**src/rtl/seqDivider.sv**
```systemverilog
// restoring sequential divider, one quotient bit per cycle
`default_nettype none

module seqDivider #(
    parameter int Precision = 24
) (
    input  logic                   clk,
    input  logic                   rstn,
    input  logic                   divStart,
    input  logic [2*Precision-1:0] dividend,
    input  logic [Precision-1:0]   divisor,
    output logic [Precision-1:0]   quotient,
    output logic                   divDone
);
    localparam int Steps     = 2 * Precision;
    localparam int CountBits = $clog2(Steps + 1);

    logic [CountBits-1:0] count;
    logic                 busy;
    logic [Steps-1:0]     work;     // dividend shifts out at the top, quotient in at the bottom
    logic [Precision-1:0] den;
    logic [Precision-1:0] rem;
    logic [Precision:0]   shifted;
    logic [Precision:0]   trial;
    logic                 fits;

    assign shifted  = {rem, work[Steps-1]};
    assign trial    = shifted - {1'b0, den};
    assign fits     = shifted >= {1'b0, den};
    assign quotient = work[Precision-1:0];  // quotient never exceeds the interval width

    always_ff @(posedge clk) begin
        if (!rstn) begin
            busy    <= 1'b0;
            count   <= '0;
            divDone <= 1'b0;
        end else begin
            divDone <= 1'b0;
            if (divStart) begin
                busy  <= 1'b1;
                count <= CountBits'(Steps);
            end else if (busy) begin
                count <= count - 1'b1;
                if (count == CountBits'(1)) begin
                    busy    <= 1'b0;
                    divDone <= 1'b1;
                end
            end
        end
    end

    always_ff @(posedge clk) begin
        if (divStart) begin
            work <= dividend;
            den  <= divisor;
            rem  <= '0;
        end else if (busy) begin
            work <= {work[Steps-2:0], fits};
            rem  <= fits ? trial[Precision-1:0] : shifted[Precision-1:0];
        end
    end

    assert property (@(posedge clk) disable iff (!rstn) divStart |-> !busy);

endmodule

`default_nettype wire

```
**config.mk**
```make
export PLATFORM = sky130hd
export DESIGN_NAME = seqDivider
export DESIGN_NICKNAME = d
export VERILOG_FILES = /design/src/rtl/seqDivider.sv
export SDC_FILE = /design/constraint.sdc
export NUM_CORES = 1
export LEC_CHECK = 0
export ABC_AREA = 1
export BUFFER_PORTS_ARGS = -buffer_cell sky130_fd_sc_hd__buf_2
export CAP_MARGIN = 20
export CORE_MARGIN = 2
export CORE_UTILIZATION = 58
export DETAILED_ROUTE_END_ITERATION = 12
export HOLD_SLACK_MARGIN = 0.05
export PLACE_DENSITY = 0.92
export SLEW_MARGIN = 20
export SYNTH_ARGS = -nofsm -noshare
export SYNTH_HDL_FRONTEND = slang
export SYNTH_SLANG_ARGS = --single-unit
```
**constraint.sdc**
```tcl
create_clock -name clk -period 3.4 [get_ports clk]
set_input_delay 0.68 -clock clk [delete_from_list [all_inputs] [get_ports clk]]
set_output_delay 0.68 -clock clk [all_outputs]
set_load 0.05 [all_outputs]
```
# After elaboration in Yosys (flattened, before gate mapping)
# Cells that the tools add are included.
# totals
register_bits,104
out_inout_bits,25
wordCells,25
# op_classes
add_sub_neg,2
n_lt_le_gt_ge,1
n_eq_ne,1
mux,9
bitwise,2
n_reduce_logical,3
# op_table
cell,n
48-bit two-way mux,2
25-bit by 24-bit >= comparator with 1-bit output,1
24-bit two-way mux,1
24-bit subtractor,1
6-bit two-way mux,2
"6-bit by 1-bit == test with 1-bit output, second input constant",1
"6-bit by 1-bit subtractor with 6-bit output, second input constant",1
1-bit two-way mux,4
3-bit OR reduction,1
1-bit inverter,2
2-bit nonzero test,1
2-bit OR reduction,1

# Depth between registers and ports, before layout
# depth
depth_word,4
depth_mapped,14
mapped_depth_nobuf,14

# Worst setup path before layout
# OpenSTA, ideal clock, no wires.
# synth_path
path_kind,input port to flip-flop
from,input divStart
to,register work[0] (enable)
setup_ns,0.431
arrival_time_ns,2.588
required_ns,2.969
setup_slack_ns,0.381
stages,4
path_buffers,2
path_cell_list,clkbuf_1 > nor2_1 > inv_1 > clkbuf_1
# synth_between
elab_chain_len,1
# synth_lines
item,line_no,text
start: declaration,9,"input logic divStart,"
2-bit nonzero test (no line),n/a,
end signal: assignment,54,work <= dividend;
end signal: assignment,58,"work <= {work[Steps-2:0], fits};"
end: declaration,20,logic [Steps-1:0] work;
# No other way between the ends.
# A chain may end at the register's enable or synchronous reset.

# Worst setup path in the final report
# layout_path
from,register den[8]
to,register work[0] (data pin)
# layout_between
elab_chain_len,3
# layout_lines
item,line_no,text
start: declaration,21,logic [Precision-1:0] den;
start signal: assignment,55,den <= divisor;
25-bit by 24-bit >= comparator with 1-bit output,29,"assign fits = shifted >= {1'b0, den};"
48-bit two-way mux,57,end else if (busy) begin
48-bit two-way mux,53,if (divStart) begin
# No other way between the ends. The select of a mux whose other input is x is not followed.

==> results.md <==
- Outcome: complete, no violations
- Setup tns final: 0 ns
- Maximum vdd ir drop: 0.2823 mV
- PD cells: 387.6 nW/µm²
- Relative slew slack: 68.27%
- Sequential area share after synthesis: 44.21%
- CP peak stage delay: 0.37 ns
- HPWL Detailed: 10.51 mm
- Combinational share of power: 17.0%
- RePlAce Congestion: 1.036
- RSZ-0062 raised after global routing: false
- P_int: 1.890 mW
- Post-DRT Antenna Nets: 0
- Most common cell in the synthesized netlist: nand2_1
- Clock Latency Late Sink: 0.36 ns
- Synth Flop Type: edfxtp_1
- Die W: 108.6 µm
- I/O pins: 100
- Filler cell count: 946
- Worst Skew: 0.01149 ns
- Post-synth cell types: 36
- Startpoint Class: register
- Hold Buf Count CTS: 0
- Data arrival, critical path: 2.62 ns
- Yosys warning count: 0
- Max-Cap Viols: 0
- Reg2reg start: den[8]
- Synth Instances: 854
- Post-CTS Resized: 0
- WL final: 14.09 mm
- EDFF count, synth: 72
- Antenna diode instance count: 0
- FP Rows: 38
- Setup bufs post-CTS: 0
- DR iter-0 viols: 358
- Post-synth top cells: 347 x nand2_1, 142 x inv_1, 72 x edfxtp_1
- Syn_area_per_cell: 7.424 µm²
- Layout cells sized above 1: 15.36%
- Clk pwr share: 27.8%
- Area of the multi-input gates: 2708 µm²
- Largest net degree at the start of global routing: 64
- Vias: 5511
- Sequential power share: 55.2%
- CTS Buf Count: 9
- Crit path cell chain: inv_1 > ha_1 > nand2_1 > inv_1 > nand2_1 > nand2_1 > inv_1 > nand3_1 > nand2_2 > nand3_4 > nand2_1 > nand2_1
- Max-slew violation count: 0
- Total grt overflow: 0
- Die Ht: 108.6 µm
- Vias in the first global route: 5160
- CTS tree: done
- Worst Path Class, Setup: register to register
- Syn-to-layout area delta: 10.44%
- Max clock buf depth: 2
- Post-route minimum period: 2.497 ns
- Htree depth: 3
- Crit-path max FO: 25
- Worst EP required: 3.52 ns
- Root Driver: clkbuf_8
- Total core area: 10750 µm²
- Worst hold start: divisor[2]
- Slew @ Worst Pin: 0.4759 ns
- Post-synth top area share: 34.10%
- Post-layout util: 65.16%
- Critical Path Source: den[8]
- FF+latch count, synth: 104
- Setup violations, final: 0
- Clk sink count: 104
- Buffers & Inverters on Critical Path: 3
- DR pass1 iterations: 5
- Overall routing resource usage: 25.10%
- Starting density of the core: 59.00%
- First-pass GRT wire length: 23.34 mm
- Critical path's most frequent cell: nand2_1
- WL/cell: 13.16 µm
- Fmax: 0.4004 GHz
- Asr flop ratio synth: 0%
- Hold Fails Final Rpt: 0
- Synth top area cells: edfxtp_1 34%, nand2_1 21%, dfxtp_1 10%, inv_1 8.4%, ha_1 5.1%
- Syn Nets: 956
- Largest area contributor in the netlist: edfxtp_1
- Sequential Area: 2803 µm²
- Static Leakage: 3.659 nW
- Slowest CP cell: nand3_4
- P_sw: 0.8234 mW
- Hold_ws: 0.4806 ns
- Avg Vias per Cell: 5.146
- Final #Nets: 1028
- Die footprint: 11780 µm²
- Mapped Area: 6340 µm²
- Clk slew on worst S/H paths: 0.11 ns
- Ratio of final minimum period to clock period: 73.45%
- Antenna violations before repair: 0
- Switch share: 30.34%
- Critical path's top delay family: simple AND/OR/NAND/NOR gates
- Hold Path Class: input port to register
- Crit path capture type: register
- DRC violations left: 0
- Number of buffers added on ports: 99
[layout by cell type, fill, tap and decap left out, types with 2 or more instances in the layout]
cell | netlist | layout
inv_1 | 142 | 141
nand2_2 | 4 | 4
nand2_1 | 347 | 347
o21ai_1 | 6 | 6
edfxtp_1 | 72 | 72
nor2_2 | 3 | 3
a21oi_1 | 13 | 13
clkbuf_8 | 0 | 9
o21bai_1 | 2 | 2
clkinv_4 | 0 | 2
xnor2_1 | 12 | 12
inv_2 | 1 | 2
nand4_1 | 29 | 29
nand3_1 | 50 | 50
buf_12 | 0 | 2
buf_2 | 6 | 99
a211oi_1 | 2 | 2
nor2_1 | 36 | 36
nor3_1 | 5 | 5
o21ai_0 | 6 | 6
inv_8 | 0 | 3
ha_1 | 26 | 26
buf_4 | 24 | 7
dfxtp_1 | 32 | 32
nand3_2 | 7 | 7
[worst reg2reg max path: stages, from the launching register on]
cell and delay [ns]:
edfxtp_1 0.35, inv_1 0.05, ha_1 0.35, nand2_1 0.16, inv_1 0.05, nand2_1 0.06
nand2_1 0.06, inv_1 0.06, nand3_1 0.17, nand2_2 0.32, nand3_4 0.38, nand2_1 0.19
nand2_1 0.06
[sequential cells by signal, summed over array words and instances, names as in the netlist]
register,count
work,48
den,24
rem,24
count,6
busy,1
divDone,1
[area by class of cell]
| type | count | area share [%] |
|---|---|---|
| inverter | 144 | 7.720 |
| clock inverter | 6 | 0.8578 |
| sequential | 104 | 40.03 |
| tap | 140 | 2.502 |
| timing repair buffer | 108 | 8.399 |
| multi-input combinational | 559 | 38.67 |
| clock buffer | 10 | 1.823 |
[power by group through the flow]
stage,combinational [mW],sequential (mW),clock [mW]
2_1_floorplan,0.362,1.52,0
3_3_place_gp,0.450,1.52,0
3_5_place_dp,0.459,1.53,0
4_1_cts,0.461,1.50,0.769
5_1_grt,0.508,1.51,0.816
6_report,0.461,1.50,0.754
[through the flow]
step / power (mW) / cell area [µm²] / worst slack, ns / instances
final: 2.714 / 7002 / 0.9028 / 1071
after global routing: 2.833 / 7002 / 0.6229 / 1071
after CTS: 2.729 / 7002 / 0.9166 / 1071
after detailed placement: 1.986 / 6814 / 0.9445 / 1055
after global placement: 1.974 / 6814 / 1.075 / 1055
after floorplan: 1.879 / 6340 / 0.3807 / 854
[cells by family (layout without fill, tap and decap cells)]
| kind of cell | Yosys count | in the layout | share of synthesized area [%] |
|---|---|---|---|
| AO/OA/AOI/OAI | 32 | 32 | 2.921 |
| flip-flops | 104 | 104 | 44.21 |
| AND/OR/NAND/NOR | 487 | 487 | 32.54 |
| buffers and inverters | 191 | 268 | 13.08 |
| XOR/XNOR | 13 | 13 | 1.796 |
| adder cells (fa/ha/maj) | 27 | 27 | 5.447 |
[final timing paths]
path / end / slack [ns] / cells after the start
max: work[0] / 0.90 / 12
min: den[2] / 0.48 / 1
max reg2reg: work[0] / 0.90 / 12
min reg2reg: rem[15] / 0.48 / 2
[routing by layer]
| layer | GRT usage (%) | vias to the layer above | routed length [µm] |
|---|---|---|---|
| li1 | - | 2796 | - |
| met1 | 33.44 | 2483 | 6083 |
| met2 | 41.74 | 208 | 6684 |
| met3 | 4.461 | 24 | 1068 |
| met4 | 7.784 | 0 | 255 |
| met5 | 0 | - | 0 |
Power figures use the tool's default switching activity.
