[src/rtl/codecPkg.sv]
// codec package with the FSM state and opcode enums and the output word geometry
`default_nettype none

package codecPkg;

    localparam int WordBits      = 32;  // bits per packed output word
    localparam int ByteCountBits = 3;   // width of validOutputBytes

    // processing FSM of the interval coder
    typedef enum logic [3:0] {
        Idle,
        Narrow,
        DivHigh,
        DivLow,
        Rescale,
        EmitPending,
        AwaitSymbol,
        ModelWait,
        Terminate,
        Flush
    } coderState_e;

    typedef enum logic [1:0] {
        ModelNop,
        ModelInit,
        ModelUpdate
    } modelOp_e;

    typedef enum logic [1:0] {
        Ready,
        Request,
        Release
    } intakeState_e;

    typedef enum logic [1:0] {
        Filling,
        Hold,
        Releasing
    } packState_e;

endpackage

`default_nettype wire

[src/rtl/intervalCoder.sv]
// interval coder FSM, narrows the interval per symbol, rescales and terminates the stream
`default_nettype none

module intervalCoder
    import codecPkg::*;
#(
    parameter int Precision  = 24,
    parameter int NumSymbols = 257
) (
    input  logic                          clk,
    input  logic                          rstn,
    input  logic                          start,
    input  logic [$clog2(NumSymbols)-1:0] curSymbol,
    input  logic                          isEof,
    input  logic                          symbolTaken,
    input  logic [Precision-4:0]          cumLow,
    input  logic [Precision-4:0]          cumHigh,
    input  logic [Precision-4:0]          total,
    input  logic                          modelBusy,
    input  logic [Precision-1:0]          quotient,
    input  logic                          divDone,
    input  logic                          packStall,
    output logic                          idle,
    output logic                          symbolWanted,
    output modelOp_e                      modelOp,
    output logic                          divStart,
    output logic [2*Precision-1:0]        dividend,
    output logic [Precision-1:0]          divisor,
    output logic                          bitValid,
    output logic                          bitValue,
    output logic                          flush
);
    localparam int FreqBits = Precision - 3;
    localparam int PendBits = 8;
    localparam logic [Precision-1:0] Whole         = Precision'(1) << (Precision - 1);
    localparam logic [Precision-1:0] Half          = Precision'(1) << (Precision - 2);
    localparam logic [Precision-1:0] Quarter       = Precision'(1) << (Precision - 3);
    localparam logic [Precision-1:0] ThreeQuarters = Precision'(3) << (Precision - 3);

    coderState_e          state;
    logic [Precision-1:0] a;
    logic [Precision-1:0] b;
    logic [Precision-1:0] wReg;      // width before narrowing, kept for the low bound
    logic [PendBits-1:0]  pending;
    logic                 pendBit;   // value of the pending bits still to go out
    logic                 ending;
    logic [Precision-1:0] width;
    logic [FreqBits-1:0]  cumSel;
    logic                 goLeft;
    logic                 goRight;
    logic                 goMid;

    assign width    = (state == Narrow) ? b - a : wReg;
    assign cumSel   = (state == Narrow) ? cumHigh : cumLow;
    assign dividend = (2*Precision)'(width) * (2*Precision)'(cumSel);
    assign divisor  = {3'b000, total};
    assign divStart = (state == Narrow) || (state == DivHigh && divDone);

    assign goLeft  = b < Half;
    assign goRight = !goLeft && a > Half;
    assign goMid   = !goLeft && !goRight && a > Quarter && b < ThreeQuarters;

    assign idle         = (state == Idle) && !packStall;  // last word must be read first
    assign symbolWanted = (state == AwaitSymbol);
    assign flush        = (state == Flush) && !packStall;
    assign bitValid     = !packStall && ((state == Rescale && (goLeft || goRight))
                                         || state == EmitPending || state == Terminate);
    assign bitValue     = (state == Rescale)     ? goRight :
                          (state == EmitPending) ? pendBit : (a > Quarter);

    always_comb begin
        modelOp = ModelNop;
        if (state == Idle && start) begin
            modelOp = ModelInit;
        end else if (state == AwaitSymbol && symbolTaken) begin
            modelOp = ModelUpdate;  // counts the symbol that was just coded
        end
    end

    always_ff @(posedge clk) begin
        if (!rstn) begin
            state   <= Idle;
            pending <= '0;
            ending  <= 1'b0;
        end else if (!packStall) begin
            case (state)
                Idle: begin
                    if (start) begin
                        a       <= '0;
                        b       <= Whole;
                        pending <= '0;
                        ending  <= 1'b0;
                        state   <= Narrow;
                    end
                end
                Narrow: begin
                    wReg  <= b - a;
                    state <= DivHigh;
                end
                DivHigh: begin
                    if (divDone) begin
                        b     <= a + quotient;  // low bound still uses the old a
                        state <= DivLow;
                    end
                end
                DivLow: begin
                    if (divDone) begin
                        a     <= a + quotient;
                        state <= Rescale;
                    end
                end
                Rescale: begin
                    if (goLeft || goRight) begin
                        a       <= goLeft ? a << 1 : (a - Half) << 1;
                        b       <= goLeft ? b << 1 : (b - Half) << 1;
                        pendBit <= goLeft;
                        if (pending != '0) begin
                            state <= EmitPending;
                        end
                    end else if (goMid) begin
                        a       <= (a - Quarter) << 1;
                        b       <= (b - Quarter) << 1;
                        pending <= pending + 1'b1;
                    end else begin
                        state <= isEof ? Terminate : AwaitSymbol;
                    end
                end
                EmitPending: begin
                    pending <= pending - 1'b1;
                    if (pending == PendBits'(1)) begin
                        state <= ending ? Flush : Rescale;
                    end
                end
                Terminate: begin
                    pending <= pending + 1'b1;
                    pendBit <= (a <= Quarter);  // complement of the bit sent here
                    ending  <= 1'b1;
                    state   <= EmitPending;
                end
                AwaitSymbol: state <= symbolTaken ? ModelWait : AwaitSymbol;
                ModelWait:   state <= modelBusy ? ModelWait : Narrow;
                Flush:       state <= Idle;
                default:     state <= Idle;
            endcase
        end
    end

    // the intake must not swap the symbol while its bounds are being divided
    assert property (@(posedge clk) disable iff (!rstn)
        (state == DivHigh || state == DivLow) |-> $stable(curSymbol));

endmodule

`default_nettype wire

[config.mk]
export PLATFORM = sky130hd
export DESIGN_NAME = intervalCoder
export DESIGN_NICKNAME = d
export VERILOG_FILES = /design/src/rtl/codecPkg.sv /design/src/rtl/intervalCoder.sv
export SDC_FILE = /design/constraint.sdc
export NUM_CORES = 2
export LEC_CHECK = 0
export BUFFER_PORTS_ARGS = -buffer_cell sky130_fd_sc_hd__buf_2
export CAP_MARGIN = 5
export CORE_ASPECT_RATIO = 1.5
export CORE_UTILIZATION = 25
export DETAILED_ROUTE_END_ITERATION = 8
export GPL_TIMING_DRIVEN = 0
export REMOVE_ABC_BUFFERS = 1
export SLEW_MARGIN = 20
export SYNTH_ARGS = -nofsm -noshare
export SYNTH_HDL_FRONTEND = slang
export SYNTH_SLANG_ARGS = --single-unit
[constraint.sdc]
create_clock -name clk -period 10.53 [get_ports clk]
set_input_delay 1.053 -clock clk [delete_from_list [all_inputs] [get_ports clk]]
set_output_delay 1.053 -clock clk [all_outputs]
set_load 0.03 [all_outputs]
# Yosys cells after proc, flatten, opt, wreduce, memory -nomap -nowiden
# Index checks and enable logic that the tools add are counted.
dict set report word_totals {
  elab_cells 111
  register_bits 86
  output_inout_bits 80
  inputBits 104
}
dict set report classes {
  reduce_logical 32
  n_addsub 8
  mux 37
  eq_ne 20
  bitwise 1
  mul 1
  magnitude_cmp 5
}
# op count
set ops {}
lappend ops {{$mux 24} 10}
lappend ops {{$pmux 24 s3} 2}
lappend ops {{$lt 24x23->1 const B} 2}
lappend ops {{$sub 23x22->23 const B} 2}
lappend ops {{$sub 23x23->23 const B} 2}
lappend ops {{$mul 24x21->45} 1}
lappend ops {{$mux 4} 9}
lappend ops {{$pmux 4 s9} 1}
lappend ops {{$pmux 8 s4} 1}
lappend ops {{$add 24x24->24} 1}
lappend ops {{$gt 24x22->1 const B} 1}
lappend ops {{$gt 24x23->1 const B} 1}
lappend ops {{$le 24x22->1 const B} 1}
lappend ops {{$mux 8} 3}
lappend ops {{$sub 24x24->24} 1}
lappend ops {{$mux 21} 1}
lappend ops {{$eq 4x3->1 const B} 4}
lappend ops {{$reduce_and 6->1} 2}
lappend ops {{$logic_and 1x1->1} 11}
lappend ops {{$ne 2x2->1 const B} 5}
lappend ops {{$ne 3x2->1 const B} 3}
lappend ops {{$add 8x1->8 const B} 1}
lappend ops {{$eq 4x2->1 const B} 2}
lappend ops {{$eq 4x4->1 const B} 2}
lappend ops {{21 further kinds} 35}

# Depth between registers and ports, before layout
dict set report logic_depth {
  depth_word 10
  ltp_mapped 37
  depth_no_buf 35
}

# Worst setup path before layout
# Ideal clock, no wire load.
dict set report synth_timing {
  path_kind {flip-flop to output port}
  from {register a[0]}
  to {output dividend[37]}
  stages_incl_launch_ff 37
  n_path_buf 2
  t_arrival_ps 8974
  path_slack_ps 503
  required_time_ps 9477
  cell_sequence {edfxtp_1 > ha_1 > fa_1 > nor2b_1 > o21a_1 > o21ai_0 > a211oi_1 > o21ai_0 > nor2b_1 > xnor2_1 > mux2i_1 > buf_2 > nor2_1 > fa_1 > inv_1 > fa_1 > inv_1 > fa_1 > inv_1 > fa_1 > inv_1 > fa_1 > fa_1 > inv_1 > fa_1 > inv_1 > ha_1 > clkbuf_1 > a21oi_1 > o21ai_0 > a32oi_1 > a31oi_1 > o21ai_0 > nand2_1 > a21oi_1 > mux2_2 > a211oi_1}
}
dict set report synth_between {
  elab_chain_len 3
}
# element line
set synth_rtl {}
lappend synth_rtl {{start, declared} intervalCoder.sv:41} ;# logic [Precision-1:0] a;
lappend synth_rtl {{start signal, assigned} intervalCoder.sv:108} ;# a <= a + quotient;
lappend synth_rtl {{start signal, assigned} intervalCoder.sv:114} ;# a <= goLeft ? a << 1 : (a - Half) << 1;
lappend synth_rtl {{start signal, assigned} intervalCoder.sv:121} ;# a <= (a - Quarter) << 1;
lappend synth_rtl {{$sub 24x24->24} intervalCoder.sv:53} ;# assign width = (state == Narrow) ? b - a : wReg;
lappend synth_rtl {{$mux 24} n/a}
lappend synth_rtl {{$mul 24x21->45} intervalCoder.sv:55} ;# assign dividend = (2*Precision)'(width) * (2*Precision)'(cumSel);
lappend synth_rtl {{end, declared} intervalCoder.sv:27} ;# output logic [2*Precision-1:0] dividend,
# No other way between the ends.

# Worst setup path after layout
dict set report layout_timing {
  from {register a[0]}
  to {output dividend[44]}
}
dict set report layout_between {
  elab_chain_len 3
}
# element line
set layout_rtl {}
lappend layout_rtl {{$sub 24x24->24} intervalCoder.sv:53}
lappend layout_rtl {{$mux 24} n/a}
lappend layout_rtl {{named net width[10]} intervalCoder.sv:47} ;# logic [Precision-1:0] width;
lappend layout_rtl {{$mul 24x21->45} intervalCoder.sv:55}
# The timed path passes the listed nets, and every way through them passes these cells.

==> summary.txt <==
STA
  – Final setup violating endpoints: 0
  – Slew @ Worst Pin: 1.13 ns
  – Final hold violations: 0
  – Unrepaired setup endpoints after global routing: yes
  – Clk_skew: 0.00602 ns
  – Setup_tns: 0 ns
  – Slew margin rel.: 0.250
  – Slew Limit Fails: 0
  – Period Utilization, post-route: 0.986
  – Max Fclk: 96.3 MHz
  – Final hold slack: 0.562 ns
  – Final min period: 10.39 ns

Worst hold path
  – Min-delay worst type: register to register
  – Hold Crit Depth: 2
  – Endpoint, Worst Hold: pending[0]
  – Worst hold start: pending[0]

Synth
  – Synth area leaders: fa_1 35%, ha_1 11%, edfxtp_1 9.1%
  – Syn Inst Count: 2894
  – Post-synth top cells: 515 x inv_1, 417 x fa_1, 327 x nor2_1
  – Sequential share of the synthesized area: 0.101
  – Cell Area, Synth: 24200 um2
  – Post-synth ARST share: 0
  – Post-synth EDFFs: 73
  – Synth Warn #: 0
  – Synth area leader: fa_1
  – Top-count cell post-synth: inv_1
  – Distinct cells, synth: 82
  – Top FF cell, synth: edfxtp_1
  – Synthesized area per cell: 8.36 um2
  – Register bit total from synthesis: 86
  – Area share of the largest cell type after synthesis: 0.345

Worst setup path
  – Critical path type: register to output pin
  – Most Frequent Cell on Critical Path: fa_1
  – Startpoint types: register
  – Reg2Reg Depth: 12
  – Worst-path fanout max: 4
  – Reg2reg end: b[22]
  – Crit-path max cell delay: 0.56 ns
  – Crit path required time: 9.48 ns
  – Worst reg2reg startpoint: a[0]
  – R2R Setup Slk: 6.93 ns
  – Cell at the slowest stage of the critical path: fa_1
  – Crit. End Element: output pin
  – CP arrival: 9.33 ns

Floorplanning
  – Core area: 95800 um2
  – Std-Cell Rows: 139
  – Ports: 184
  – Die H: 383 um
  – Starting Density: 0.252
  – Die width: 256 um
  – Die area: 98000 um2

Global route
  – Number of global-route vias before repair: 21.3k
  – Initial antenna violation count: 18
  – Grt ovf: 0
  – Grt met1 use: 0.170
  – GR Util met3: 0.0201
  – Largest net degree at the start of global routing: 78
  – GRT Overall Usage: 0.156
  – First-pass GRT wire length: 120000 um
  – GR Util met2: 0.299
  – Layer with the highest usage: met2

CTS
  – CTS Root Cell: clkbuf_16
  – Clock slew at reported path FFs: 0.06 ns
  – Max clock buf depth: 2
  – TritonCTS clock tree: built
  – Clock sink count: 86
  – TritonCTS buffer count: 9
  – Hold Buf Count CTS: 0
  – H-tree depth: 3
  – Clock latency on the worst-skew pair: 0.36 ns

Routing
  – Total iterations of the first detailed-routing run: 5
  – Wire per inst: 17.9 um
  – ANT nets after route: 0
  – Remaining DRCs: 0
  – DRT iter0 DRCs: 1122
  – Vias: 20.6k
  – Routed vias/inst: 4.81
  – Final WL: 76500 um

Placement
  – Dpl cells: 4149
  – Gpl congestion: 0.933
  – Port bufs: 126
  – DPL Wire Length: 63600 um
  – Cell Area, Placed: 26100 um2

Layout
  – Fin area: 28400 um2
  – # fillers: 10.1k
  – Final std cells w/o fill: 4278
  – Share of cells above drive strength 1: 0.150
  – Area Growth Syn to Fin: 17.3%
  – Final nets: 3727

Status
  – Status: complete, no violations

Flow run
  – Max cap viols: 0
## what timing repair did
action	4_1_cts	5_1_grt
buffers inserted	81	28
resized for setup	107	111
endpoints found under the setup margin	23	20
pin swaps	31	61
## layout by cell type, fill, tap and decap left out, types with 21 or more instances in the layout
cell        n
inv_1     509
fa_1      412
nor2_1    316
nand2_1   315
ha_1      189
o21ai_0   120
buf_2     117
buf_4     104
nand3_1    93
edfxtp_1   73
a21oi_1    66
a21o_1     45
xnor2_1    44
xor2_1     27
nor3_1     26
and2_1     24
o21a_1     24
a32oi_1    24
a21oi_2    22
a22o_1     21
## sequential cells by signal, indices dropped and copies added (netlist names)
signal and flops:
ending 1, wReg 24, pendBit 1, pending 8, a 24, state 4
b 24
## layout make-up
type	instances	area (um2)	area share
clock inverters	6	86.3	0.00304
repair buffers	257	1930	0.0679
well taps	1269	1590	0.0560
clock buffers	10	229	0.00807
inverters	523	1990	0.0701
flip-flops and latches	86	2460	0.0866
multi-input cells	2123	20100	0.708
diodes	4	10.0	0.000353
## cells by family after synthesis
group | share of synthesized area
AO/OA/AOI/OAI | 0.134
XOR/XNOR | 0.0304
adder cells (fa/ha/maj) | 0.452
buffers and inverters | 0.113
flip-flops | 0.101
multiplexers | 0.00823
other | 0.000155
AND/OR/NAND/NOR | 0.162
## how the worst max path moves through the flow
stage	from	endpoint	cells after the start
6_report	a[0]	dividend[44]	38
3_5_place_dp	state[1]	dividend[39]	30
3_3_place_gp	state[1]	dividend[38]	26
2_1_floorplan	state[1]	dividend[37]	26
4_1_cts	a[1]	dividend[44]	35
5_1_grt	a[1]	dividend[44]	38
## metrics by stage
step                worst slack [ns]  utilization
global route                  -0.187        0.296
floorplan                      -1.89            -
global placement               -7.83        0.268
detailed placement             -1.43        0.273
finish                         0.143        0.296
CTS                          -0.0485        0.288
## worst max-delay path: cells and delay by family, from the launching register on
family	cells	cell delay [ns]
AO/OA/AOI/OAI	12	2.31
XOR/XNOR	2	0.37
adder cells (fa/ha/maj)	10	4.47
buffers and inverters	10	0.95
flip-flops	1	0.42
multiplexers	1	0.12
AND/OR/NAND/NOR	3	0.35
## metal layers
| metal | wire, um | vias to the layer above |
|---|---|---|
| li1 | - | 9485 |
| met1 | 27900 | 10300 |
| met2 | 41200 | 540 |
| met3 | 3110 | 187 |
| met4 | 4110 | 26 |
| met5 | 162 | - |
Power is not shown: default switching activity piles up to over one toggle a cycle in this logic, so the estimate is an artifact.
