===== src/rtl/codecPkg.sv =====
// codec package with the FSM state and opcode enums and the output word geometry
`default_nettype none

package codecPkg;

    localparam int WordBits      = 32;  // bits per packed output word
    localparam int ByteCountBits = 3;   // width of validOutputBytes

    // processing FSM of the interval coder
    typedef enum logic [3:0] {
        Idle,
        Narrow,
        DivHigh,
        DivLow,
        Rescale,
        EmitPending,
        AwaitSymbol,
        ModelWait,
        Terminate,
        Flush
    } coderState_e;

    typedef enum logic [1:0] {
        ModelNop,
        ModelInit,
        ModelUpdate
    } modelOp_e;

    typedef enum logic [1:0] {
        Ready,
        Request,
        Release
    } intakeState_e;

    typedef enum logic [1:0] {
        Filling,
        Hold,
        Releasing
    } packState_e;

endpackage

`default_nettype wire


===== src/rtl/symbolIntake.sv =====
// symbol intake, takes the first symbol at start and later ones over the request handshake
`default_nettype none

module symbolIntake
    import codecPkg::*;
#(
    parameter int NumSymbols = 257
) (
    input  logic                          clk,
    input  logic                          rstn,
    input  logic                          start,
    input  logic [$clog2(NumSymbols)-1:0] symbol,
    input  logic                          newBitsProvided,
    input  logic                          symbolWanted,
    output logic                          newBitsRequested,
    output logic [$clog2(NumSymbols)-1:0] curSymbol,
    output logic                          isEof,
    output logic                          symbolTaken
);
    localparam int SymBits = $clog2(NumSymbols);
    localparam logic [SymBits-1:0] EofSymbol = SymBits'(NumSymbols - 1);

    intakeState_e       state;
    logic [SymBits-1:0] staged;  // symbol captured while provided is high

    assign newBitsRequested = (state == Request);
    assign symbolTaken      = (state == Release) && !newBitsProvided;
    assign isEof            = (curSymbol == EofSymbol);

    always_ff @(posedge clk) begin
        if (!rstn) begin
            state <= Ready;
        end else begin
            case (state)
                Ready:   state <= symbolWanted ? Request : Ready;
                Request: state <= newBitsProvided ? Release : Request;
                Release: state <= newBitsProvided ? Release : Ready;  // wait for provided to drop
                default: state <= Ready;
            endcase
        end
    end

    // curSymbol moves on only when the coder has issued its model update
    always_ff @(posedge clk) begin
        if (start) begin
            curSymbol <= symbol;
        end else if (symbolTaken) begin
            curSymbol <= staged;
        end
        if (state == Request && newBitsProvided) begin
            staged <= symbol;
        end
    end

    assert property (@(posedge clk) disable iff (!rstn)
        $rose(newBitsRequested) |-> !$past(newBitsProvided));

endmodule

`default_nettype wire


===== config.mk =====
export PLATFORM = sky130hd
export DESIGN_NAME = symbolIntake
export DESIGN_NICKNAME = d
export VERILOG_FILES = /design/src/rtl/codecPkg.sv /design/src/rtl/symbolIntake.sv
export SDC_FILE = /design/constraint.sdc
export NUM_CORES = 1
export LEC_CHECK = 0
export ABC_CLOCK_PERIOD_IN_PS = 3600
export BUFFER_PORTS_ARGS = -buffer_cell sky130_fd_sc_hd__buf_2
export CAP_MARGIN = 20
export CORE_MARGIN = 1
export CORE_UTILIZATION = 50
export DETAILED_ROUTE_END_ITERATION = 12
export GPL_TIMING_DRIVEN = 0
export PLACE_DENSITY = 0.8
export SETUP_SLACK_MARGIN = 0.5
export SYNTH_ARGS = -nofsm -noshare
export SYNTH_HDL_FRONTEND = slang
export SYNTH_SLANG_ARGS = --single-unit

===== constraint.sdc =====
create_clock -name clk -period 3.6 [get_ports clk]
set_input_delay 0 -clock clk [delete_from_list [all_inputs] [get_ports clk]]
set_output_delay 0 -clock clk [all_outputs]
set_load 0.005 [all_outputs]

# Word-level counts from Yosys, hierarchy flattened
# Cells that the tools add are included.
[classes] eq_ne=3 mux=6 n_reduce_logical=5
[ops] cell="$mux W9" count=2
[ops] cell="$eq A9 B9 Y1 const B" count=1
[ops] cell="$pmux W2 S3" count=1
[ops] cell="$mux W2" count=2
[ops] cell="$eq A2 B1 Y1 const B" count=1
[ops] cell="$eq A2 B2 Y1 const B" count=1
[ops] cell="$logic_and A1 B1 Y1" count=2
[ops] cell="$logic_not A2 Y1" count=1
[ops] cell="$reduce_bool A2 Y1" count=1
[ops] cell="$logic_not A1 Y1" count=1
[ops] cell="$mux W1" count=1
[totals] register_bits=20 out_inout_bits=12

# Longest topological paths before layout
# Gate-level depths: netlist of run 1.
[depth] word_depth=4 mapped_depth=2 mapped_depth_nobuf=2

# Worst setup path before layout of run 1
# No wires, ideal clock.
[synth_timing] kind="reg-to-reg" from="register state[0]" to="register staged[0], enable pin" setup_time_ps=337 arrival_time_ps=875 t_required_ps=3263 setup_slack_ps=2387 path_stages_with_launch=3 period_less_slack_ps=1213 path_cell_list="dfxtp_1 nor2b_1 and2_1"
[synth_between] elab_chain_len=2
[synth_lines] item="start, declared" line="symbolIntake.sv:23" rtl="intakeState_e state;"
[synth_lines] item="start signal, assigned" line="symbolIntake.sv:32" rtl="state <= Ready;"
[synth_lines] item="start signal, assigned" line="symbolIntake.sv:35" rtl="Ready: state <= symbolWanted ? Request : Ready;"
[synth_lines] item="start signal, assigned" line="symbolIntake.sv:36" rtl="Request: state <= newBitsProvided ? Release : Request;"
[synth_lines] item="$eq A2 B1 Y1"
[synth_lines] item="named net newBitsRequested" line="symbolIntake.sv:15" rtl="output logic newBitsRequested,"
[synth_lines] item="$logic_and A1 B1 Y1" line="symbolIntake.sv:50" rtl="if (state == Request && newBitsProvided) begin"
[synth_lines] item="end signal, assigned" line="symbolIntake.sv:51" rtl="staged <= symbol;"
[synth_lines] item="end, declared" line="symbolIntake.sv:24" rtl="logic [SymBits-1:0] staged;"
# The timed path passes the listed nets, and every way through them passes these cells.
# A chain may end at the register's enable or synchronous reset.

# Worst setup path after layout of run 1
[layout_timing] from="register state[0]" to="register state[0]"
[layout_between] elab_chain_len=2
[layout_lines] item="$eq A2 B2 Y1 (tied with other cells)" line="symbolIntake.sv:34" rtl="case (state)"
[layout_lines] item="$pmux W2 S3 *" line="symbolIntake.sv:34"
# Mark *: on every way between the ends. The rest lies on a longest branch, timed or not.

==> impl_metrics.json, run 1 <==
{
  "ioPinCount": 26,
  "core-area_um2": 1370,
  "wl_mm": 1.35,
  "yosysSeqAreaShare_pct": 75.7,
  "worstSetupEndpointType": "flop",
  "synth.cell_area_um2": 767,
  "worstSetupPathType": "flop to flop",
  "setup_viol": 0,
  "ys_ff_latch": 20,
  "wl_met3_um": 58,
  "start_kind": "flop",
  "clock_sinks": 20,
  "postSynthCellCount": 42,
  "p_leak_uw": 0.000432,
  "cpMaxStageDelayCell": "dlygate4sd3_1",
  "path_max_fanout": 5,
  "cts_tree": "done",
  "max_freq_mhz": 646,
  "dpl.cell_count": 81,
  "finClkSkew_ns": 0.000552,
  "grt_pass1_vias": 448,
  "cp.arrival_ns": 1.80,
  "critPathMaxStageDelay_ns": 0.61,
  "hold_viol": 0,
  "critical_path.cell_chain": "nor2_1, a2111oi_1, dlygate4sd3_1",
  "grt_overflow": 0,
  "drt-met1-wl_um": 594,
  "yosysWarnings": 0,
  "slew_headroom_pct": 72.7,
  "place_hpwl_um": 903,
  "hold_path.class": "primary input to flop",
  "cts-buffers-inserted": 3,
  "via_per_inst": 4.98,
  "vias": 483,
  "drv_cap": 0,
  "root_buffer": "clkbuf_4",
  "fp.dieW_um": 41.2,
  "total_power_uw": 430,
  "utilization_pct": 77.0,
  "rsz0062_at_grt": "no",
  "route.met2.wl_um": 678,
  "dr.pass1.iters": 1,
  "fin_crit_sh_pct": 43.0,
  "drive_gt1_share_pct": 46.3,
  "drc": 0,
  "cp_data_required_time_ns": 3.85,
  "wl_per_cell_um": 13.9,
  "num_antenna_cells": 0,
  "die_h_um": 41.2,
  "gp_congestion": 0.679,
  "cts_resized": 0,
  "final-instance-count-excl-fill": 97,
  "port_buffers": 24,
  "drt_iter0_markers": 0,
  "die_area_um2": 1690,
  "post_cts_buffers": 0,
  "fin_crit_ns": 1.55,
  "start_util_pct": 56.1,
  "synthDistinctLibCells": 16,
  "grt_antenna_before_repair": 0,
  "row_count": 13,
  "avgSynthCellArea_um2": 18.3,
  "status": "finished clean",
  "antenna_left": 0,
  "clkSlewWorstSetupHoldPaths_ns": 0.11,
  "p_per_area_nw_per_um2": 408,
  "drv_slew": 0,
  "irDropWorstVdd_mv": 0.327,
  "grt_usage_pct": 20.1,
  "tightestPinTransition_ns": 0.408,
  "htree_num_levels": 1,
  "grt_pass1_wl_mm": 2.06,
  "highest_layer": "met4",
  "areaGrowthSynthToFinish_pct": 37.2,
  "clk_latency_ns": 0.30,
  "tns_ns": 0,
  "nNetsFinal": 97,
  "cts_hold_buf": 12,
  "syn_nets": 56,
  "cts.path.max_buffers": 2,
  "grt_max_degree": 12
}
per-layer routing:
layer	vias to the layer above	track usage [%]
li1	242	-
met1	220	27.5
met2	19	31.3
met3	2	4.89
met4	0	7.26
met5	-	0
placed cells by master (no fill, tap or decap), types with 2 or more instances in the layout:
master / count
dlygate4sd3_1: 12
edfxtp_1: 18
clkbuf_4: 3
buf_2: 25
mux2_2: 9
dfxtp_1: 2
critical path, delay by kind of cell, from the launching register on:
family,cells,cell delay [ns]
simple gates,1,0.08
flops,1,0.42
compound gates,1,0.39
buf+inv,1,0.61
stage by stage:
| step | worst slack (ns) | hold WS [ns] | area (um^2) |
|---|---|---|---|
| after global routing | 1.92 | 0.216 | 1050 |
| after CTS | 2.17 | 0.203 | 1050 |
| final | 2.05 | 0.211 | 1050 |
| after detailed placement | 2.28 | 0.194 | 906 |
| after global placement | 2.30 | 0.192 | 906 |
| after floorplan | 2.39 | 0.0374 | 767 |
state kept, by name, indices dropped and copies added, names as in the netlist:
| name | cells |
|---|---|
| staged | 9 |
| curSymbol | 9 |
| state | 2 |
final cells by class:
class / instances / area, um^2
Buffer: 1 / 5.00
Sequential cell: 20 / 581
Multi-Input combinational cell: 20 / 178
Fill cell: 87 / 314
Clock inverter: 1 / 3.75
Tap cell: 15 / 18.8
Inverter: 1 / 3.75
Timing Repair Buffer: 36 / 240
Clock buffer: 3 / 22.5
power by group:
group,switching (uW),internal [uW]
combinational,19.7,29.2
clock,66.5,40.4
sequential,5.88,268
total,92.0,338
final timing paths:
| kind | slack (ns) | cells after the start | to | start |
|---|---|---|---|---|
| setup reg to reg | 2.05 | 3 | state[0] | state[0] |
| hold reg to reg | 0.56 | 1 | curSymbol[7] | staged[7] |
| hold / removal | 0.21 | 2 | curSymbol[6] | start |
| setup / recovery | 2.05 | 3 | state[0] | state[0] |
synthesized netlist by cell type, drive strengths merged:
cell	n	share of area, %
nor3b	1	0.98
or2	1	0.82
and2	1	0.82
and3	1	0.82
edfxtp	18	70
inv	1	0.49
nor3	1	0.65
a2111oi	1	1.3
nor4	1	0.82
nor2b	1	0.82
mux2	9	13
dfxtp	2	5.2
xor2	1	1.1
and4b	1	1.3
buf	1	0.65
nor2	1	0.49
kinds of logic after synthesis:
| group | share of synthesized area [%] |
|---|---|
| DFF | 75.7 |
| muxes | 13.2 |
| and+or+nand+nor | 7.51 |
| buffers and inverters | 1.14 |
| AOI/OAI and AO/OA | 1.31 |
| xor gates and xnor gates | 1.14 |
(Power assumes the default switching activity.)
==> run 2, diff against run 1 <==
ABC_CLOCK_PERIOD_IN_PS = 1600   (was 3600)
CORE_UTILIZATION = 47   (was 50)
PLACE_DENSITY = 0.75   (was 0.8)
clock period = 1.6 ns   (was 3.6 ns; I/O delays follow)
==> run 2 against run 1 <==
Against the previous run: die area up 6.1%; count of clock-buffer cells in the layout up 1; first-iteration DRC count grew 11; critical endpoint is now isEof.
==> impl_metrics.json, run 2 (synthesized netlist as in run 1, its figures left out) <==
{
  "worstSetupEndpointType": "output port",
  "p_per_area_nw_per_um2": 868,
  "worstSetupPathType": "flop to output port",
  "drv_cap": 0,
  "htree_num_levels": 1,
  "cp_data_required_time_ns": 1.60,
  "fillers": 100,
  "ioPinCount": 26,
  "areaGrowthSynthToFinish_pct": 49.1,
  "hold_viol": 0,
  "setup_ws_ns": 0.319,
  "num_antenna_cells": 0,
  "gp_congestion": 0.654,
  "row_count": 14,
  "cts.path.max_buffers": 2,
  "clkSlewWorstSetupHoldPaths_ns": 0.11,
  "max_freq_mhz": 780,
  "core-area_um2": 1510,
  "grt_pass1_wl_mm": 2.13,
  "critical_path.cell_chain": "nor4_2, and4b_1, buf_2",
  "slew_headroom_pct": 77.0,
  "path_delay_family": "simple AND/OR/NAND/NOR gates",
  "path_max_fanout": 2,
  "die_h_um": 42.4,
  "cts-buffers-inserted": 3,
  "drc": 0,
  "wl_mm": 1.46,
  "via_per_inst": 4.90,
  "vias": 510,
  "grt_usage_pct": 16.9,
  "hold_path.class": "primary input to flop",
  "fp.dieW_um": 42.4,
  "dr.pass1.iters": 3,
  "grt_max_degree": 12,
  "final_cell_mix": "buf_2, edfxtp_1, dlygate4sd3_1",
  "cp.arrival_ns": 1.28,
  "status": "finished clean",
  "start_kind": "flop",
  "critPathMaxStageDelay_ns": 0.43,
  "start_util_pct": 50.9,
  "root_buffer": "clkbuf_4",
  "drive_gt1_share_pct": 56.8,
  "nNetsFinal": 103,
  "setup_viol": 0,
  "top_regs": "curSymbol: 9 flops, staged: 9 flops, state: 2 flops",
  "grt_antenna_before_repair": 0,
  "port_buffers": 24,
  "clock_sinks": 20,
  "clk_latency_ns": 0.29,
  "grt_pass1_vias": 465,
  "fin_crit_sh_pct": 80.1,
  "fin_crit_ns": 1.28,
  "drv_slew": 0,
  "tightestPinTransition_ns": 0.343,
  "grt_overflow": 0,
  "rsz0062_at_grt": "yes",
  "crit_buf_inv": 1,
  "layout_commonest_cell": "buf_2",
  "p_leak_uw": 0.000470,
  "drt_iter0_markers": 11,
  "die_area_um2": 1800,
  "antenna_left": 0,
  "tns_ns": 0,
  "cts_tree": "done",
  "irDropWorstVdd_mv": 0.610,
  "cpMaxStageDelayCell": "edfxtp_1",
  "pre_cts_slack_ns": 0.467,
  "finClkSkew_ns": 0.00893,
  "wl_per_cell_um": 14.0
}
-- run 2: cell count changes in the layout (fill, tap and decap cells not counted), moves of 2 or more --
cell,change
buf_4,+4
or2_4,+2
dfxtp_4,+2
dfxtp_1,-2
-- run 2: worst register-to-register path, delay by kind of cell, from the launching register on --
kind / cells / cell delay, ns
flip-flops: 1 / 0.39
AND/OR/NAND/NOR: 2 / 0.44
-- run 2: metal layers --
| layer | vias to the layer above | track usage (%) | share of wire [%] |
|---|---|---|---|
| met1 | 234 | 22.1 | 45 |
| met5 | - | 0 | 0 |
| met3 | 2 | 2.59 | 3.7 |
| li1 | 258 | - | - |
| met2 | 16 | 26.8 | 50 |
| met4 | 0 | 9.38 | 1.2 |
-- run 2: where the power goes --
| part | internal, uW | total [uW] | switching, uW |
|---|---|---|---|
| logic | 82.4 | 131 | 48.2 |
| registers | 603 | 620 | 16.8 |
| clock network | 96.7 | 243 | 146 |
-- run 2: repair_timing --
action                                 CTS  global route
setup endpoints to repair               19            19
buffers inserted                         1             3
endpoints found under the hold margin   11             0
resized for setup                        2             8
cloned                                   0             2
pin swaps                                2             4
hold buffers                            12             0
-- run 2: worst paths after layout --
check	start	slack, ns	depth (start not counted)	end
worst max-delay path	curSymbol[7]	0.32	3	isEof
worst min-delay path	start	0.23	2	curSymbol[2]
worst max register to register	state[1]	0.50	2	curSymbol[1]
worst min register to register	state[1]	0.47	1	state[0]
-- run 2: cell type report --
class | instances | area, um^2 | area share (%)
flip-flops and latches | 20 | 588 | 51.4
repair buffers | 40 | 277 | 24.2
multi-input cells | 22 | 224 | 19.6
clock buffers | 4 | 26.3 | 2.30
well taps | 16 | 20.0 | 1.75
plain buffers | 1 | 5.00 | 0.438
inverters | 1 | 3.75 | 0.328
-- run 2: through the flow --
stage	cells	power [uW]	cell area [um^2]	hold WS (ns)	utilization (%)
floorplan	42	673	779	0.0286	-
global placement	82	714	920	0.192	61.0
detailed placement	82	718	920	0.192	61.0
CTS	99	971	1080	0.218	71.4
global route	104	1030	1140	0.228	75.9
finish	104	993	1140	0.230	75.9
==> run 3, diff against run 2 <==
ABC_CLOCK_PERIOD_IN_PS = 1260   (was 1600)
clock period = 1.26 ns   (was 1.6 ns; I/O delays follow)
==> run 3 against run 2 <==
Against the previous run: the flow now finishes with violations (negative hold slack, negative setup slack); register-to-register slack worse by 0.36 ns; sequential share of layout area is 2.9 points lower; global-route usage up 2.0 points; final cell count down 0.96%; clock skew grew 0.0025 ns; hold slack worse by 0.24 ns; routed wire length is 7.3% higher; via count up 2.2%; combinational power rose by 56%; flip-flop and latch count unchanged; core utilization is 4.5 points higher; design area rose by 5.9%; critical endpoint unchanged; largest cell class unchanged; largest power group unchanged.
==> impl_metrics.json, run 3 (synthesized netlist as in run 1, its figures left out) <==
{
  "total_power_uw": 1310,
  "max_freq_mhz": 762,
  "tightestPinTransition_ns": 0.320,
  "port_buffers": 24,
  "start_kind": "flop",
  "wl_mm": 1.56,
  "cpMaxStageDelayCell": "edfxtp_1",
  "core-area_um2": 1510,
  "cp_data_required_time_ns": 1.26,
  "fp.dieW_um": 42.4,
  "violations": "negative hold slack, negative setup slack",
  "grt_antenna_before_repair": 0,
  "clkSlewWorstSetupHoldPaths_ns": 0.12,
  "final-instance-count-excl-fill": 103,
  "slew_headroom_pct": 78.7,
  "drv_cap": 0,
  "start_util_pct": 50.9,
  "irDropWorstVdd_mv": 0.906,
  "clock_sinks": 20,
  "p_leak_uw": 0.000514,
  "setup_viol": 1,
  "grt_overflow": 0,
  "drive_gt1_share_pct": 59.8,
  "dr.pass1.iters": 2,
  "drt_iter0_markers": 1,
  "cts-buffers-inserted": 3,
  "worstSetupPathType": "flop to output port",
  "grt_pass1_vias": 505,
  "utilization_pct": 80.4,
  "cts_tree": "done",
  "clk_latency_ns": 0.31,
  "htree_num_levels": 1,
  "via_per_inst": 5.06,
  "drt-met1-wl_um": 618,
  "vias": 521,
  "path_max_fanout": 2,
  "die_h_um": 42.4,
  "fin_crit_ns": 1.31,
  "antenna_left": 0,
  "areaGrowthSynthToFinish_pct": 57.9,
  "hold_ws_ns": -0.0117,
  "row_count": 14,
  "drv_slew": 0,
  "final_cell_mix": "buf_2, edfxtp_1, dlygate4sd3_1",
  "root_buffer": "clkbuf_4",
  "dpl.cell_count": 82,
  "grt_pass1_wl_mm": 2.34,
  "cp.arrival_ns": 1.31,
  "setup_ws_ns": -0.0519,
  "cts.path.max_buffers": 2,
  "nNetsFinal": 102,
  "critPathMaxStageDelay_ns": 0.43,
  "p_per_area_nw_per_um2": 1080,
  "crit_buf_inv": 1,
  "grt_max_degree": 12,
  "hold_path.class": "primary input to flop",
  "route.met2.wl_um": 851,
  "ioPinCount": 26,
  "layout_commonest_cell": "buf_2",
  "grt_usage_pct": 18.9,
  "fin_crit_sh_pct": 104,
  "num_antenna_cells": 0,
  "drc": 0,
  "wl_per_cell_um": 15.2,
  "gp_congestion": 0.626,
  "highest_layer": "met4",
  "path_delay_family": "simple AND/OR/NAND/NOR gates",
  "worstSetupEndpointType": "output port",
  "rsz0062_at_grt": "yes",
  "wl_met3_um": 57,
  "finClkSkew_ns": 0.0114,
  "tns_ns": -0.0519,
  "top_regs": "curSymbol: 9 flops, staged: 9 flops, state: 2 flops",
  "critical_path.cell_chain": "nor4_2, and4b_1, buf_2",
  "hold_viol": 4,
  "die_area_um2": 1800,
  "status": "finished, violations left",
  "pre_cts_slack_ns": 0.184
}
[run 3: cell count changes in the layout (fill, tap and decap cells not counted), moves of 3 or more]
cell,previous run,this run
mux2_2,9,0
mux2_4,0,9
buf_6,1,5
buf_4,4,1
[run 3: area by class of cell]
type | count | area [um^2]
well taps | 16 | 20.0
clock buffers | 3 | 22.5
multi-input cells | 22 | 284
clock inverters | 1 | 3.75
repair buffers | 39 | 284
flip-flops and latches | 20 | 588
inverters | 1 | 3.75
plain buffers | 1 | 5.00
fillers | 90 | 295
[run 3: repair_timing]
| action | 4_1_cts | 5_1_grt |
|---|---|---|
| endpoints found under the setup margin | 41 | 41 |
| buffers inserted | 0 | 4 |
| gates cloned | 2 | 0 |
| resized for setup | 15 | 9 |
| hold buffers | 10 | 2 |
| pin swaps | 4 | 3 |
| endpoints found under the hold margin | 11 | 3 |
[run 3: metal layers]
layer | track usage [%] | vias up
met5 | 0 | -
li1 | - | 257
met2 | 34.5 | 20
met3 | 2.59 | 5
met1 | 21.2 | 239
met4 | 9.38 | 0
[run 3: path summary, 6_finish.rpt]
path / start / to / slack, ns / depth (start not counted)
setup / recovery: curSymbol[7] / isEof / -0.05 / 3
hold / removal: newBitsProvided / state[0] / -0.01 / 2
setup reg to reg: state[1] / curSymbol[1] / 0.14 / 2
hold reg to reg: state[1] / state[0] / 0.48 / 1
[run 3: report_power, final]
part | switching [uW] | leakage, uW | internal [uW]
combinational | 73.2 | 0.000310 | 131
sequential | 25.7 | 0.000189 | 766
clock | 198 | 0.0000154 | 116
[run 3: stage by stage]
| stage | hold WS [ns] | instance area (um^2) |
|---|---|---|
| final | -0.0117 | 1210 |
| after global routing | -0.000587 | 1210 |
| after CTS | -0.0379 | 1120 |
| after detailed placement | 0.195 | 928 |
| after global placement | 0.192 | 928 |
| after floorplan | 0.0235 | 788 |
